### src/panda_commit_pkg.sv
`default_nettype none

package panda_commit_pkg;

	// error code carried by an instruction at commit
	typedef enum logic [2:0] {
		ERR_NONE         = 3'd0, // clean instruction
		ERR_ILLEGAL      = 3'd1, // illegal opcode
		ERR_PC_UNALIGNED = 3'd2, // fetch address misaligned
		ERR_IMEM_FAULT   = 3'd3, // fetch bus error
		ERR_LD_UNALIGNED = 3'd6, // load address misaligned
		ERR_ST_UNALIGNED = 3'd7  // store address misaligned
	} inst_err_e; // bit 0 or bit 1 set means sync fault

	typedef enum logic [7:0] {
		INST_MISALIGNED = 8'd0,
		INST_FAULT      = 8'd1,
		ILLEGAL         = 8'd2,
		LD_MISALIGNED   = 8'd4,
		LD_FAULT        = 8'd5,
		ST_MISALIGNED   = 8'd6,
		ST_FAULT        = 8'd7,
		ECALL_M         = 8'd11 // ecall from m-mode
	} expt_code_e;

	// interrupt codes reuse exception numbers, kept apart
	typedef enum logic [7:0] {
		M_SW  = 8'd3,
		M_TMR = 8'd7,
		M_EXT = 8'd11
	} intr_code_e;

	typedef enum logic {
		LSU_LD_FAULT = 1'b0, // load bus error
		LSU_ST_FAULT = 1'b1  // store bus error
	} lsu_err_e;

	typedef enum logic [1:0] {
		CSR_MSTATUS  = 2'd0, // mie bit 3, mpie bit 7
		CSR_MIE      = 2'd1, // msie 3, mtie 7, meie 11
		CSR_MTVEC    = 2'd2,
		CSR_MTIMECMP = 2'd3  // low word, zero-extended
	} csr_sel_e;

	typedef struct packed {
		logic [31:0] inst;       // fetched word
		inst_err_e   err;
		logic [31:0] pc;
		logic        is_b;       // conditional branch
		logic        is_ecall;
		logic        is_mret;
		logic [31:0] brc_pc_upd; // corrected pc on mispredict
		logic        prdt_jump;  // predicted taken
		logic        is_long;    // load/store or mul/div
		logic        cfr_jump;   // resolved taken
		logic [31:0] ls_addr;    // agu address, l/s only
	} commit_inst_t;

	typedef struct packed {
		logic [31:0] ls_addr; // faulting bus address
		lsu_err_e    err;
	} lsu_expt_t;

	typedef struct packed {
		logic mstatus_mie; // global enable
		logic msie;
		logic mtie;
		logic meie;
	} irq_en_t;

	typedef struct packed {
		logic        enter;    // pulse on transfer edge
		logic        is_intr;
		logic [7:0]  cause;
		logic [31:0] ret_addr; // goes to mepc
		logic [31:0] val;      // goes to mtval
	} trap_info_t;

	typedef struct packed {
		logic inst_cmt;      // 0 = cancelled
		logic need_imdt_wbk; // write rf now
	} cmt_result_t;

	typedef struct packed {
		logic        en; // one-cycle strobe
		csr_sel_e    sel;
		logic [31:0] data;
	} csr_wr_t;

endpackage

`default_nettype wire

### src/commit_ctrl.sv
`timescale 1ns/1ns
`default_nettype none

module commit_ctrl
(
	input wire clk,
	input wire resetn,

	input wire pst_valid,    // instruction waiting
	input wire res_ready,    // result sink ready
	input wire flush_req,    // from arbiter, transfer cycle only
	input wire flush_ack,
	input wire trap_enter,
	input wire itr_expt_ret, // mret retired

	output logic pst_ready,
	output logic res_valid,
	output logic cmt_fire,   // commit handshake done
	output logic trap_busy   // inside a trap handler
);

	typedef enum logic {
		CMT_RUN,        // accepting commits
		CMT_FLUSH_WAIT  // flush issued, no ack yet
	} cmt_state_e;

	cmt_state_e state;
	cmt_state_e state_nxt;
	logic stall;

	assign stall = (state == CMT_FLUSH_WAIT); // frontend still redirecting

	// one instruction in flight, ready only passes res_ready through when idle
	assign pst_ready = ~stall & res_ready;
	assign res_valid = pst_valid & pst_ready; // result only offered with a transfer
	assign cmt_fire  = pst_valid & pst_ready;

	always_comb
	begin
		state_nxt = state;
		case (state)
			CMT_RUN:
			begin
				if (flush_req & ~flush_ack) // ack same cycle means no stall
					state_nxt = CMT_FLUSH_WAIT;
			end
			CMT_FLUSH_WAIT:
			begin
				if (flush_ack)
					state_nxt = CMT_RUN;
			end
			default:
				state_nxt = CMT_RUN;
		endcase
	end

	always_ff @(posedge clk or negedge resetn)
	begin
		if (!resetn)
			state <= CMT_RUN;
		else
			state <= state_nxt;
	end

	// no nesting, set on entry and dropped on mret
	always_ff @(posedge clk or negedge resetn)
	begin
		if (!resetn)
			trap_busy <= 1'b0;
		else if (trap_enter)
			trap_busy <= 1'b1;
		else if (itr_expt_ret)
			trap_busy <= 1'b0;
	end

	// an unacked flush must block the next commit
	a_no_fire_in_wait: assert property (
		@(posedge clk) disable iff (!resetn)
		(flush_req && !flush_ack) |=> !cmt_fire
	) else $error("commit transfer while flush pending");

	// arbiter must never enter and leave a trap on one instruction
	a_enter_ret_excl: assert property (
		@(posedge clk) disable iff (!resetn)
		!(trap_enter && itr_expt_ret)
	) else $error("trap entry and mret in same cycle");

	// flush only ever raised alongside a handshake
	a_flush_on_fire: assert property (
		@(posedge clk) disable iff (!resetn)
		flush_req |-> cmt_fire
	) else $error("flush_req without commit transfer");

endmodule

`default_nettype wire

### src/trap_arbiter.sv
`timescale 1ns/1ns
`default_nettype none

module trap_arbiter
(
	input wire panda_commit_pkg::commit_inst_t pst,
	input wire pst_valid,
	input wire panda_commit_pkg::lsu_expt_t lsu,
	input wire lsu_valid,
	input wire cmt_fire,
	input wire trap_busy,
	input wire panda_commit_pkg::irq_en_t irq_en,
	input wire sw_itr_req,  // level
	input wire tmr_itr_req, // level from timer
	input wire ext_itr_req, // level
	input wire [31:0] mtvec,
	input wire [31:0] mepc,

	output panda_commit_pkg::trap_info_t trap,
	output logic itr_expt_ret,
	output logic lsu_ready,
	output panda_commit_pkg::cmt_result_t res,
	output logic flush_req,
	output logic [31:0] flush_addr
);

	logic has_fault;   // sync fault on this inst
	logic brc_mis;     // branch mispredicted
	logic ecall_inst;
	logic mret_inst;
	logic ext_vld, sw_vld, tmr_vld, lsu_vld, sync_vld;
	logic ext_gnt, sw_gnt, tmr_gnt, lsu_gnt, sync_gnt, ecall_gnt, mret_gnt;
	logic trap_gnt;    // any trap source granted
	logic [7:0] sync_cause;
	logic [31:0] sync_val;

	assign has_fault  = pst.err[0] | pst.err[1];
	assign brc_mis    = pst_valid & ~has_fault & pst.is_b & (pst.prdt_jump ^ pst.cfr_jump);
	assign ecall_inst = pst_valid & ~has_fault & pst.is_ecall;
	assign mret_inst  = pst_valid & ~has_fault & pst.is_mret;

	assign ext_vld  = irq_en.mstatus_mie & irq_en.meie & ext_itr_req;
	assign sw_vld   = irq_en.mstatus_mie & irq_en.msie & sw_itr_req;
	assign tmr_vld  = irq_en.mstatus_mie & irq_en.mtie & tmr_itr_req;
	assign lsu_vld  = ~trap_busy & lsu_valid; // dropped inside handler
	assign sync_vld = ~trap_busy & pst_valid & has_fault;

	// mispredict > ext > sw > tmr > lsu > sync/ecall, mret only if nothing else
	always_comb
	begin
		ext_gnt   = ~brc_mis & ext_vld;
		sw_gnt    = ~brc_mis & ~ext_vld & sw_vld;
		tmr_gnt   = ~brc_mis & ~ext_vld & ~sw_vld & tmr_vld;
		lsu_gnt   = ~brc_mis & ~ext_vld & ~sw_vld & ~tmr_vld & lsu_vld;
		sync_gnt  = ~brc_mis & ~ext_vld & ~sw_vld & ~tmr_vld & ~lsu_vld & sync_vld;
		ecall_gnt = ~brc_mis & ~ext_vld & ~sw_vld & ~tmr_vld & ~lsu_vld & ecall_inst;
		trap_gnt  = ext_gnt | sw_gnt | tmr_gnt | lsu_gnt | sync_gnt | ecall_gnt;
		mret_gnt  = ~brc_mis & ~trap_gnt & mret_inst;
		if (cmt_fire)
			a_one_grant: assert ($onehot0({brc_mis, ext_gnt, sw_gnt, tmr_gnt,
				lsu_gnt, sync_gnt, ecall_gnt, mret_gnt}))
				else $error("more than one commit grant");
	end

	// sync fault decode, cause and mtval together
	always_comb
	begin
		sync_cause = panda_commit_pkg::ILLEGAL;
		sync_val   = 32'd0;
		case (pst.err)
			panda_commit_pkg::ERR_ILLEGAL:
			begin
				sync_cause = panda_commit_pkg::ILLEGAL;
				sync_val   = pst.inst; // offending word
			end
			panda_commit_pkg::ERR_PC_UNALIGNED:
			begin
				sync_cause = panda_commit_pkg::INST_MISALIGNED;
				sync_val   = pst.pc;
			end
			panda_commit_pkg::ERR_IMEM_FAULT:
			begin
				sync_cause = panda_commit_pkg::INST_FAULT;
				sync_val   = pst.pc;
			end
			panda_commit_pkg::ERR_LD_UNALIGNED:
			begin
				sync_cause = panda_commit_pkg::LD_MISALIGNED;
				sync_val   = pst.ls_addr;
			end
			panda_commit_pkg::ERR_ST_UNALIGNED:
			begin
				sync_cause = panda_commit_pkg::ST_MISALIGNED;
				sync_val   = pst.ls_addr;
			end
			default:
			begin
				sync_cause = panda_commit_pkg::ILLEGAL; // not a fault, unused
				sync_val   = 32'd0;
			end
		endcase
	end

	always_comb
	begin
		trap.enter    = cmt_fire & trap_gnt;
		trap.is_intr  = ext_gnt | sw_gnt | tmr_gnt;
		trap.ret_addr = sync_gnt ? pst.pc : pst.pc + 32'd4; // sync faults re-execute
		trap.val      = 32'd0;
		if (ext_gnt)
			trap.cause = panda_commit_pkg::M_EXT;
		else if (sw_gnt)
			trap.cause = panda_commit_pkg::M_SW;
		else if (tmr_gnt)
			trap.cause = panda_commit_pkg::M_TMR;
		else if (lsu_gnt)
		begin
			trap.cause = (lsu.err == panda_commit_pkg::LSU_ST_FAULT) ?
				panda_commit_pkg::ST_FAULT : panda_commit_pkg::LD_FAULT;
			trap.val   = lsu.ls_addr; // bus address from lsu
		end
		else if (sync_gnt)
		begin
			trap.cause = sync_cause;
			trap.val   = sync_val;
		end
		else
			trap.cause = panda_commit_pkg::ECALL_M; // ecall or no trap
	end

	assign itr_expt_ret = cmt_fire & mret_gnt;
	assign lsu_ready    = cmt_fire & lsu_gnt; // lsu fault consumed with the commit

	assign flush_req  = cmt_fire & (brc_mis | trap_gnt | mret_gnt);
	assign flush_addr = brc_mis ? pst.brc_pc_upd :
		mret_gnt ? mepc : mtvec; // trap vector otherwise

	assign res.inst_cmt      = ~sync_gnt; // cancelled only by own fault
	assign res.need_imdt_wbk = ~sync_gnt & ~pst.is_long;

endmodule

`default_nettype wire

### src/trap_csr.sv
`timescale 1ns/1ns
`default_nettype none

module trap_csr #(
	parameter logic [31:0] MTVEC_RST = 32'h0000_0100 // trap vector after reset
)
(
	input wire clk,
	input wire resetn,

	input wire panda_commit_pkg::trap_info_t trap,
	input wire itr_expt_ret,         // mret retired
	input wire panda_commit_pkg::csr_wr_t csr_wr,

	output panda_commit_pkg::irq_en_t irq_en,
	output logic [31:0] mtvec,
	output logic [31:0] mepc
);

	logic mstatus_mie;  // global irq enable
	logic mstatus_mpie; // mie before trap
	logic mie_msie;
	logic mie_mtie;
	logic mie_meie;
	logic [31:0] mcause; // bit 31 = interrupt
	logic [31:0] mtval;
	logic wr_mstatus, wr_mie, wr_mtvec;

	assign wr_mstatus = csr_wr.en & (csr_wr.sel == panda_commit_pkg::CSR_MSTATUS);
	assign wr_mie     = csr_wr.en & (csr_wr.sel == panda_commit_pkg::CSR_MIE);
	assign wr_mtvec   = csr_wr.en & (csr_wr.sel == panda_commit_pkg::CSR_MTVEC);

	// entry beats mret beats software write
	always_ff @(posedge clk or negedge resetn)
	begin
		if (!resetn)
		begin
			mstatus_mie  <= 1'b0;
			mstatus_mpie <= 1'b0;
		end
		else if (trap.enter)
		begin
			mstatus_mie  <= 1'b0;          // no nesting
			mstatus_mpie <= mstatus_mie;
		end
		else if (itr_expt_ret)
		begin
			mstatus_mie  <= mstatus_mpie;
			mstatus_mpie <= 1'b1;
		end
		else if (wr_mstatus)
		begin
			mstatus_mie  <= csr_wr.data[3];
			mstatus_mpie <= csr_wr.data[7];
		end
	end

	always_ff @(posedge clk or negedge resetn)
	begin
		if (!resetn)
		begin
			mie_msie <= 1'b0;
			mie_mtie <= 1'b0;
			mie_meie <= 1'b0;
			mtvec    <= MTVEC_RST;
		end
		else
		begin
			if (wr_mie)
			begin
				mie_msie <= csr_wr.data[3];
				mie_mtie <= csr_wr.data[7];
				mie_meie <= csr_wr.data[11];
			end
			if (wr_mtvec)
				mtvec <= {csr_wr.data[31:2], 2'b00}; // direct mode only
		end
	end

	// trap record captured on the transfer edge
	always_ff @(posedge clk)
	begin
		if (trap.enter)
		begin
			mepc   <= trap.ret_addr;
			mcause <= {trap.is_intr, 23'd0, trap.cause};
			mtval  <= trap.val;
		end
	end

	assign irq_en = '{mstatus_mie: mstatus_mie, msie: mie_msie, mtie: mie_mtie, meie: mie_meie};

	// handler must start with interrupts masked even against a csr write
	a_mie_off_after_entry: assert property (
		@(posedge clk) disable iff (!resetn)
		trap.enter |=> !irq_en.mstatus_mie
	) else $error("mie still set after trap entry");

endmodule

`default_nettype wire

### src/machine_timer.sv
`timescale 1ns/1ns
`default_nettype none

module machine_timer #(
	parameter int MTIME_W = 64 // 32 or 64
)
(
	input wire clk,
	input wire resetn,

	input wire panda_commit_pkg::csr_wr_t csr_wr,

	output logic tmr_itr_req // level while mtime >= mtimecmp
);

	logic [MTIME_W-1:0] mtime;    // free-running
	logic [MTIME_W-1:0] mtimecmp;
	logic cmp_wr;                 // compare value load

	assign cmp_wr = csr_wr.en & (csr_wr.sel == panda_commit_pkg::CSR_MTIMECMP);

	always_ff @(posedge clk or negedge resetn)
	begin
		if (!resetn)
			mtime <= '0;
		else
			mtime <= mtime + 1'b1; // one tick per clk
	end

	// all ones keeps the timer quiet until software arms it
	always_ff @(posedge clk or negedge resetn)
	begin
		if (!resetn)
			mtimecmp <= '1;
		else if (cmp_wr)
			mtimecmp <= MTIME_W'(csr_wr.data); // zero-extended low word
	end

	assign tmr_itr_req = (mtime >= mtimecmp); // new cmp seen one cycle after strobe

endmodule

`default_nettype wire

### src/commit_top.sv
`timescale 1ns/1ns
`default_nettype none

module commit_top #(
	parameter int MTIME_W = 64,                       // mtime/mtimecmp width
	parameter logic [31:0] MTVEC_RST = 32'h0000_0100  // reset trap vector
)
(
	input wire clk,
	input wire resetn,

	input wire panda_commit_pkg::commit_inst_t pst,
	input wire pst_valid,
	output logic pst_ready,

	input wire panda_commit_pkg::lsu_expt_t lsu,
	input wire lsu_valid,
	output logic lsu_ready,

	output panda_commit_pkg::cmt_result_t res,
	output logic res_valid,
	input wire res_ready,

	input wire sw_itr_req,  // held until cleared
	input wire ext_itr_req, // held until cleared
	input wire panda_commit_pkg::csr_wr_t csr_wr,

	output panda_commit_pkg::trap_info_t trap,
	output logic itr_expt_ret,
	output logic flush_req,
	input wire flush_ack,
	output logic [31:0] flush_addr
);

	logic cmt_fire;                     // commit handshake
	logic trap_busy;                    // handler running
	panda_commit_pkg::irq_en_t irq_en;
	logic [31:0] mtvec;
	logic [31:0] mepc;
	logic tmr_itr_req;

	commit_ctrl commit_ctrl_inst (
		.clk(clk), .resetn(resetn),
		.pst_valid(pst_valid), .res_ready(res_ready),
		.flush_req(flush_req), .flush_ack(flush_ack),
		.trap_enter(trap.enter), .itr_expt_ret(itr_expt_ret),
		.pst_ready(pst_ready), .res_valid(res_valid),
		.cmt_fire(cmt_fire), .trap_busy(trap_busy)
	);

	trap_arbiter trap_arbiter_inst (
		.pst(pst), .pst_valid(pst_valid), .lsu(lsu), .lsu_valid(lsu_valid),
		.cmt_fire(cmt_fire), .trap_busy(trap_busy), .irq_en(irq_en),
		.sw_itr_req(sw_itr_req), .tmr_itr_req(tmr_itr_req), .ext_itr_req(ext_itr_req),
		.mtvec(mtvec), .mepc(mepc),
		.trap(trap), .itr_expt_ret(itr_expt_ret), .lsu_ready(lsu_ready), .res(res),
		.flush_req(flush_req), .flush_addr(flush_addr)
	);

	trap_csr #(.MTVEC_RST(MTVEC_RST)) trap_csr_inst (
		.clk(clk), .resetn(resetn),
		.trap(trap), .itr_expt_ret(itr_expt_ret), .csr_wr(csr_wr),
		.irq_en(irq_en), .mtvec(mtvec), .mepc(mepc)
	);

	machine_timer #(.MTIME_W(MTIME_W)) machine_timer_inst (
		.clk(clk), .resetn(resetn),
		.csr_wr(csr_wr),
		.tmr_itr_req(tmr_itr_req)
	);

endmodule

`default_nettype wire

### config.mk
export PLATFORM = sky130hd
export DESIGN_NAME = commit_top
export DESIGN_NICKNAME = d
export VERILOG_FILES = /design/src/panda_commit_pkg.sv /design/src/commit_ctrl.sv /design/src/trap_arbiter.sv /design/src/trap_csr.sv /design/src/machine_timer.sv /design/src/commit_top.sv
export SDC_FILE = /design/constraint.sdc
export NUM_CORES = 1
export LEC_CHECK = 0
export ABC_AREA = 1
export BUFFER_PORTS_ARGS = -buffer_cell sky130_fd_sc_hd__buf_2
export CAP_MARGIN = 0
export CORE_ASPECT_RATIO = 0.8
export CORE_MARGIN = 1
export CORE_UTILIZATION = 30
export CTS_BUF_LIST = sky130_fd_sc_hd__clkbuf_4
export CTS_CLUSTER_SIZE = 16
export DETAILED_ROUTE_END_ITERATION = 16
export PLACE_DENSITY_LB_ADDON = 0.05
export SYNTH_ARGS = -nofsm -noshare
export SYNTH_HDL_FRONTEND = slang
export SYNTH_SLANG_ARGS = --single-unit
export TNS_END_PERCENT = 100
### constraint.sdc
create_clock -name clk -period 5.4 [get_ports clk]
set_input_delay 1.35 -clock clk [delete_from_list [all_inputs] [get_ports clk]]
set_output_delay 1.35 -clock clk [all_outputs]
set_load 0.01 [all_outputs]
Word-level counts from Yosys, hierarchy flattened --
Index checks and enable logic that the tools add are counted.
Storage, ports and cells: input bits 213, output and inout bits 113, bits in registers 197
Cells by class: bitwise gates (word level) 59, multiplexer cells 27, reductions and logical operators 5, equality and inequality tests 8, $add $sub $neg 2, magnitude comparators 1
Operator list (count):
- $mux W32 | 8
- $pmux W32 S3 | 1
- $add A64 B1 Y64 const B | 1
- $ge A64 B64 Y1 | 1
- $mux W8 | 5
- $and A1 B1 Y1 | 38
- $add A32 B3 Y32 const B | 1
- $not A1 Y1 | 12
- $pmux W3 S4 | 1
- $mux W1 | 10
- $or A1 B1 Y1 | 8
- $eq A3 B2 Y1 const B | 2
- $eq A3 B3 Y1 const B | 2
- $eq A2 B2 Y1 const B | 2
- $reduce_or A2 Y1 | 2
- $eq A3 B1 Y1 const B | 1
- $reduce_bool A3 Y1 | 1
- $eq A2 B1 Y1 const B | 1
- $logic_not A2 Y1 | 1
- $mux W2 | 1
- $pmux W1 S2 | 1
- $reduce_bool A2 Y1 | 1
- $xor A1 B1 Y1 | 1

Logic depth before layout (Yosys ltp) --
depth in word-level cells 21, mapped depth 25, depth with buffers taken out 25

By module --
From an unflattened synthesis, not the netlist that was laid out.
Second synthesis, totals: cell total of the unflattened synthesis 1679, area, all modules 12270.5 um^2
By module, submodules not included:
- machine_timer | area each 6352.3 um^2, times used 1, sequential area each 2468.6 um^2, cells an instance 805
- trap_arbiter | area each 3249.4 um^2, times used 1, sequential area each 0.0 um^2, cells an instance 664
- trap_csr | area each 2565.0 um^2, times used 1, sequential area each 1838.0 um^2, cells an instance 196
- commit_ctrl | area each 103.8 um^2, times used 1, sequential area each 50.0 um^2, cells an instance 14

Least setup slack after synthesis --
OpenSTA, ideal clock, no wires.
path type register -> output, start point register machine_timer_inst.mtimecmp[62], end point output port trap[73] in the netlist's numbering, path slack 0.571 ns, arrival time 3.479 ns, stages on the path, launching flop included 19, path through dfstp_2 inv_1 ha_1 nand2_1 nor2_1 nor3b_2 nand2_1 nor2_1 nand2_1 nand2_1 nor2_1 nand2_1 nand3_1 nand2_1 inv_2 nand3_2 nand2_1 inv_1 buf_4
RTL lines:
- start, declared | line machine_timer.sv:17 | logic [MTIME_W-1:0] mtimecmp;
- start signal, assigned | line machine_timer.sv:36 | mtimecmp <= MTIME_W'(csr_wr.data);
- end, declared | line commit_top.sv:28 | output panda_commit_pkg::trap_info_t trap,

Final worst setup path --
start point register machine_timer_inst.mtimecmp[62], end point output port flush_addr[22]
On the way: word-level cells in the longest chain between the ends 13, elaborated cells on any way between the ends 18, those cells by class order compare (1); mux (2); bitwise (15)
Ends and longest elaborated chain:
- $ge A64 B64 Y1 (*) | line machine_timer.sv:39 | assign tmr_itr_req = (mtime >= mtimecmp);
- $and A1 B1 Y1 (*) | line trap_arbiter.sv:44 | assign tmr_vld = irq_en.mstatus_mie & irq_en.mtie & tmr_itr_req;
- $not A1 Y1 | line trap_arbiter.sv:54, trap_arbiter.sv:55, trap_arbiter.sv:56
- $and A1 B1 Y1 | line trap_arbiter.sv:54, trap_arbiter.sv:55, trap_arbiter.sv:56
- $and A1 B1 Y1, on equally long branches | line trap_arbiter.sv:54, trap_arbiter.sv:55, trap_arbiter.sv:56
- $or A1 B1 Y1 or $and A1 B1 Y1 (tied branches) | line trap_arbiter.sv:57, trap_arbiter.sv:55
- $or A1 B1 Y1 | line trap_arbiter.sv:57 | trap_gnt = ext_gnt | sw_gnt | tmr_gnt | lsu_gnt | sync_gnt | ecall_gnt;
- $or A1 B1 Y1 (*) | line trap_arbiter.sv:57
- $not A1 Y1 (*) | line trap_arbiter.sv:58 | mret_gnt = ~brc_mis & ~trap_gnt & mret_inst;
- $and A1 B1 Y1 (*) (2 in a row) | line trap_arbiter.sv:58
- $mux W32 (*) | line trap_arbiter.sv:136 | mret_gnt ? mepc : mtvec;
- $mux W32 (*) | line trap_arbiter.sv:135 | assign flush_addr = brc_mis ? pst.brc_pc_upd :
- end, declared | line commit_top.sv:32 | output logic [31:0] flush_addr
Mark *: on every way between the ends. The rest lies on a longest branch, timed or not.

==> results.md <==
* Via/cell ratio at around 4.8
* Clock Power Share at 0.269
* Final slew viol count at 0
* Die Area at 38400 sq um
* Commonest non-fill, non-tap cell in the layout: nand2_1
* Measured slew at the worst slew-check pin at around 1.1 ns
* Int Pwr at 2.11 mW
* Max VDD drop at around 0.00013 V
* Final setup viols at 0
* Remaining Overflow, GRT at 0
* CP Launch Type: flip-flop
* Register Area at 4360 sq um
* CORE AREA at between 30000 and 40000 sq um
* H-tree depth at 4
* Sequential Power Share at 0.464
* Cell area power density at 224 nW/um^2
* Pin count of the biggest net entering global routing at 74
* Detailed placer's ending HPWL at 35200 um
* Cells after synthesis at about 1500
* Placed Cells at approximately 2300
* Worst Path Required at 4.05 ns
* DR DRC count at 0
* Die height at 175 um
* Fin. Hold Viols at 0
* Root Driver: clkbuf_4
* Period Utilization, post-route at 0.971
* Layout area overhead at 26.5%
* Final clock skew at 0.0207 ns
* Syn avg cell area at roughly 7.6 sq um
* Count of state elements after synthesis at 166
* Setup CP Type: reg -> out
* Layout Nets at roughly 2100
* Leakage at about 7.2 nW
* Slew margin rel. at 0.268
* Post-Syn Area at between 10000 and 15000 sq um
* Detail Route Antenna Nets at 0
* Final Core Density at 0.385
* Min Clock Period, post-route at 5.24 ns
* Arr. time, crit path at 3.89 ns
* Crit path max fanout at 20
* Combinational share of power at 0.267
* Max frequency at 0.191 GHz
* Clock Latency Late Sink at approximately 0.6 ns
* Switching share of power at 0.338
* GRT Util Overall at 0.226
* TritonCTS clock tree: done
* Global-route wire length before repair at 64600 um
* Post-synthesis sequential area ratio at 0.386
* Port Buffers at 321
* DR WL/cell at about 19 um
* Non-filler cells, final at 2316
* WL final at 43400 um
* Fill cell count at 4000
* I/O pins at 326
* Most frequent cells in the layout: nand2_1 (348), buf_2 (318), inv_1 (192)
* Sw Pwr at 1.08 mW
* RSZ-0062 raised after global routing: true
* Max Cap Viol at 0
* Initial antenna violation count at 6
* Inserted Clock Buffers at 17
* GPL Wtd Cong at between 0.9 and 1
* Die X at 219 um
* Multi-input logic area at 6150 sq um
* YS warnings at 0
* Num Clock Sinks at 166
* Row cnt at 63
* DRT Pass-1 Iters at 5
* Worst-path clk slew at 0.14 ns
* Starting density of the core at 0.304
* Max Root-Sink Buffers at 2
* Hold Path Class: reg -> reg
* Vias in the first global route at approximately 11000
* Share of post-route cells with drive strength above 1 at 0.273
* Via Count at 11200
* Status: finished, final reports clean
* Critical Path End Type: primary output
* Count of different cell masters after synthesis at 50
* Starting DRC count in detailed routing at 654
[flip-flops by register name, indices dropped and copies added, names as in the netlist]
register,flops
machine_timer_inst.mtime,64
machine_timer_inst.mtimecmp,33
trap_csr_inst.mepc,32
trap_csr_inst.mtvec,30
commit_ctrl_inst.stall,1
commit_ctrl_inst.trap_busy,1
trap_csr_inst.mie_meie,1
trap_csr_inst.mie_msie,1
trap_csr_inst.mie_mtie,1
trap_csr_inst.mstatus_mie,1
trap_csr_inst.mstatus_mpie,1
[cells by family after synthesis]
family | Yosys count | share of synthesized area
flops | 166 | 0.386
other cells | 1 | 0.000332
simple gates | 721 | 0.291
compound gates | 181 | 0.0912
xor+xnor | 89 | 0.0698
mux | 1 | 0.000998
fa+ha+maj | 66 | 0.0732
buf+inv | 251 | 0.0870
[per-layer routing]
metal	routed length (um)	global-route usage	vias up	share of wire
met4	749	0.0616	2	0.017
li1	-	-	5556	-
met1	21400	0.325	5313	0.49
met2	19100	0.345	291	0.44
met5	13	0	-	0.00030
met3	2150	0.0390	40	0.049
[what timing repair did]
| item | 4_1_cts | 5_1_grt |
|---|---|---|
| hold buffers | 0 | 0 |
| buffers inserted | 2 | 6 |
| pin swaps | 1 | 15 |
| setup endpoints to repair | 72 | 95 |
| cloned | 0 | 2 |
| gates resized for setup | 7 | 43 |
[synth_stat cells (all sizes together)]
master	instances	area (sq um)
mux2	1	11.3
nor2	103	433
and3	3	28.8
xnor2	10	95.1
nand2	360	1370
xor2	79	692
nand3	134	693
inv	198	743
buf	17	103
o21a	1	7.51
nor3	51	280
a311oi	10	87.6
o21ai	106	531
dfrtp	100	2500
nor4	26	169
o211ai	2	20.0
conb	1	3.75
a21oi	35	175
or2	2	12.5
a22oi	21	158
edfxtp	32	961
clkinv	1	3.75
clkbuf	35	131
dfstp	34	893
ha	66	826
a21o	2	15.0
nand4	34	228
and2	1	6.26
nand3b	5	50.1
a221oi	4	35.0
nor3b	2	20.0
[critical path, stage by stage, from the launching register on]
cell and delay [ns]:
dfstp_2 0.59, clkinvlp_4 0.10, buf_12 0.16, buf_12 0.17, ha_1 0.32, a21oi_1 0.14, o21ai_1 0.08, nand2_1 0.07
nand3_1 0.08, nand2_1 0.08, nand2_1 0.06, nor2_2 0.16, nand2_4 0.09, nand3_2 0.08, nand2_2 0.06, inv_2 0.07
nand3_2 0.10, nor2_4 0.19, nand2_4 0.12, buf_12 0.19, nand3_1 0.08, nand3_2 0.13, buf_6 0.16
[final timing paths]
| kind | start | end | slack, ns | cells past startpoint |
|---|---|---|---|---|
| setup / recovery | machine_timer_inst.mtimecmp[62] | flush_addr[22] | 0.16 | 22 |
| hold / removal | machine_timer_inst.mtimecmp[62] | machine_timer_inst.mtimecmp[62] | 0.48 | 2 |
| setup reg to reg | machine_timer_inst.mtimecmp[62] | trap_csr_inst.mepc[24] | 1.63 | 19 |
| hold reg to reg | machine_timer_inst.mtimecmp[62] | machine_timer_inst.mtimecmp[62] | 0.48 | 2 |
| max in group asynchronous | resetn | machine_timer_inst.mtimecmp[27] | 3.76 | 2 |
| min in group asynchronous | resetn | trap_csr_inst.mtvec[6] | 0.73 | 1 |
[layout make-up]
class                      instances  share of cell area
timing repair buffer             365               0.144
antenna                            5            0.000877
sequential                       166               0.305
inverter                         199              0.0530
multi-input combinational       1062               0.431
clock inverter                    13              0.0126
clock buffer                      19              0.0100
tap                              487              0.0427
[power by group through the flow]
stage	clock, mW	combinational (mW)	sequential (mW)
3_5_place_dp	0	0.831	1.51
2_1_floorplan	0	0.450	1.48
3_3_place_gp	0	0.826	1.51
4_1_cts	0.893	0.837	1.48
5_1_grt	0.945	0.954	1.50
6_report	0.858	0.854	1.48
[metrics by stage]
stage | hold slack (ns) | area (sq um) | total power, mW | worst slack, ns | TNS [ns]
2_1_floorplan | 0.433 | 11300 | 1.93 | 0.571 | 0
3_3_place_gp | 0.438 | 13600 | 2.33 | 0.449 | 0
3_5_place_dp | 0.443 | 13600 | 2.34 | 0.354 | 0
4_1_cts | 0.483 | 14000 | 3.21 | 0.00583 | 0
5_1_grt | 0.512 | 14300 | 3.39 | -0.125 | -2.90
6_report | 0.484 | 14300 | 3.19 | 0.159 | 0
(Power assumes the default switching activity.)
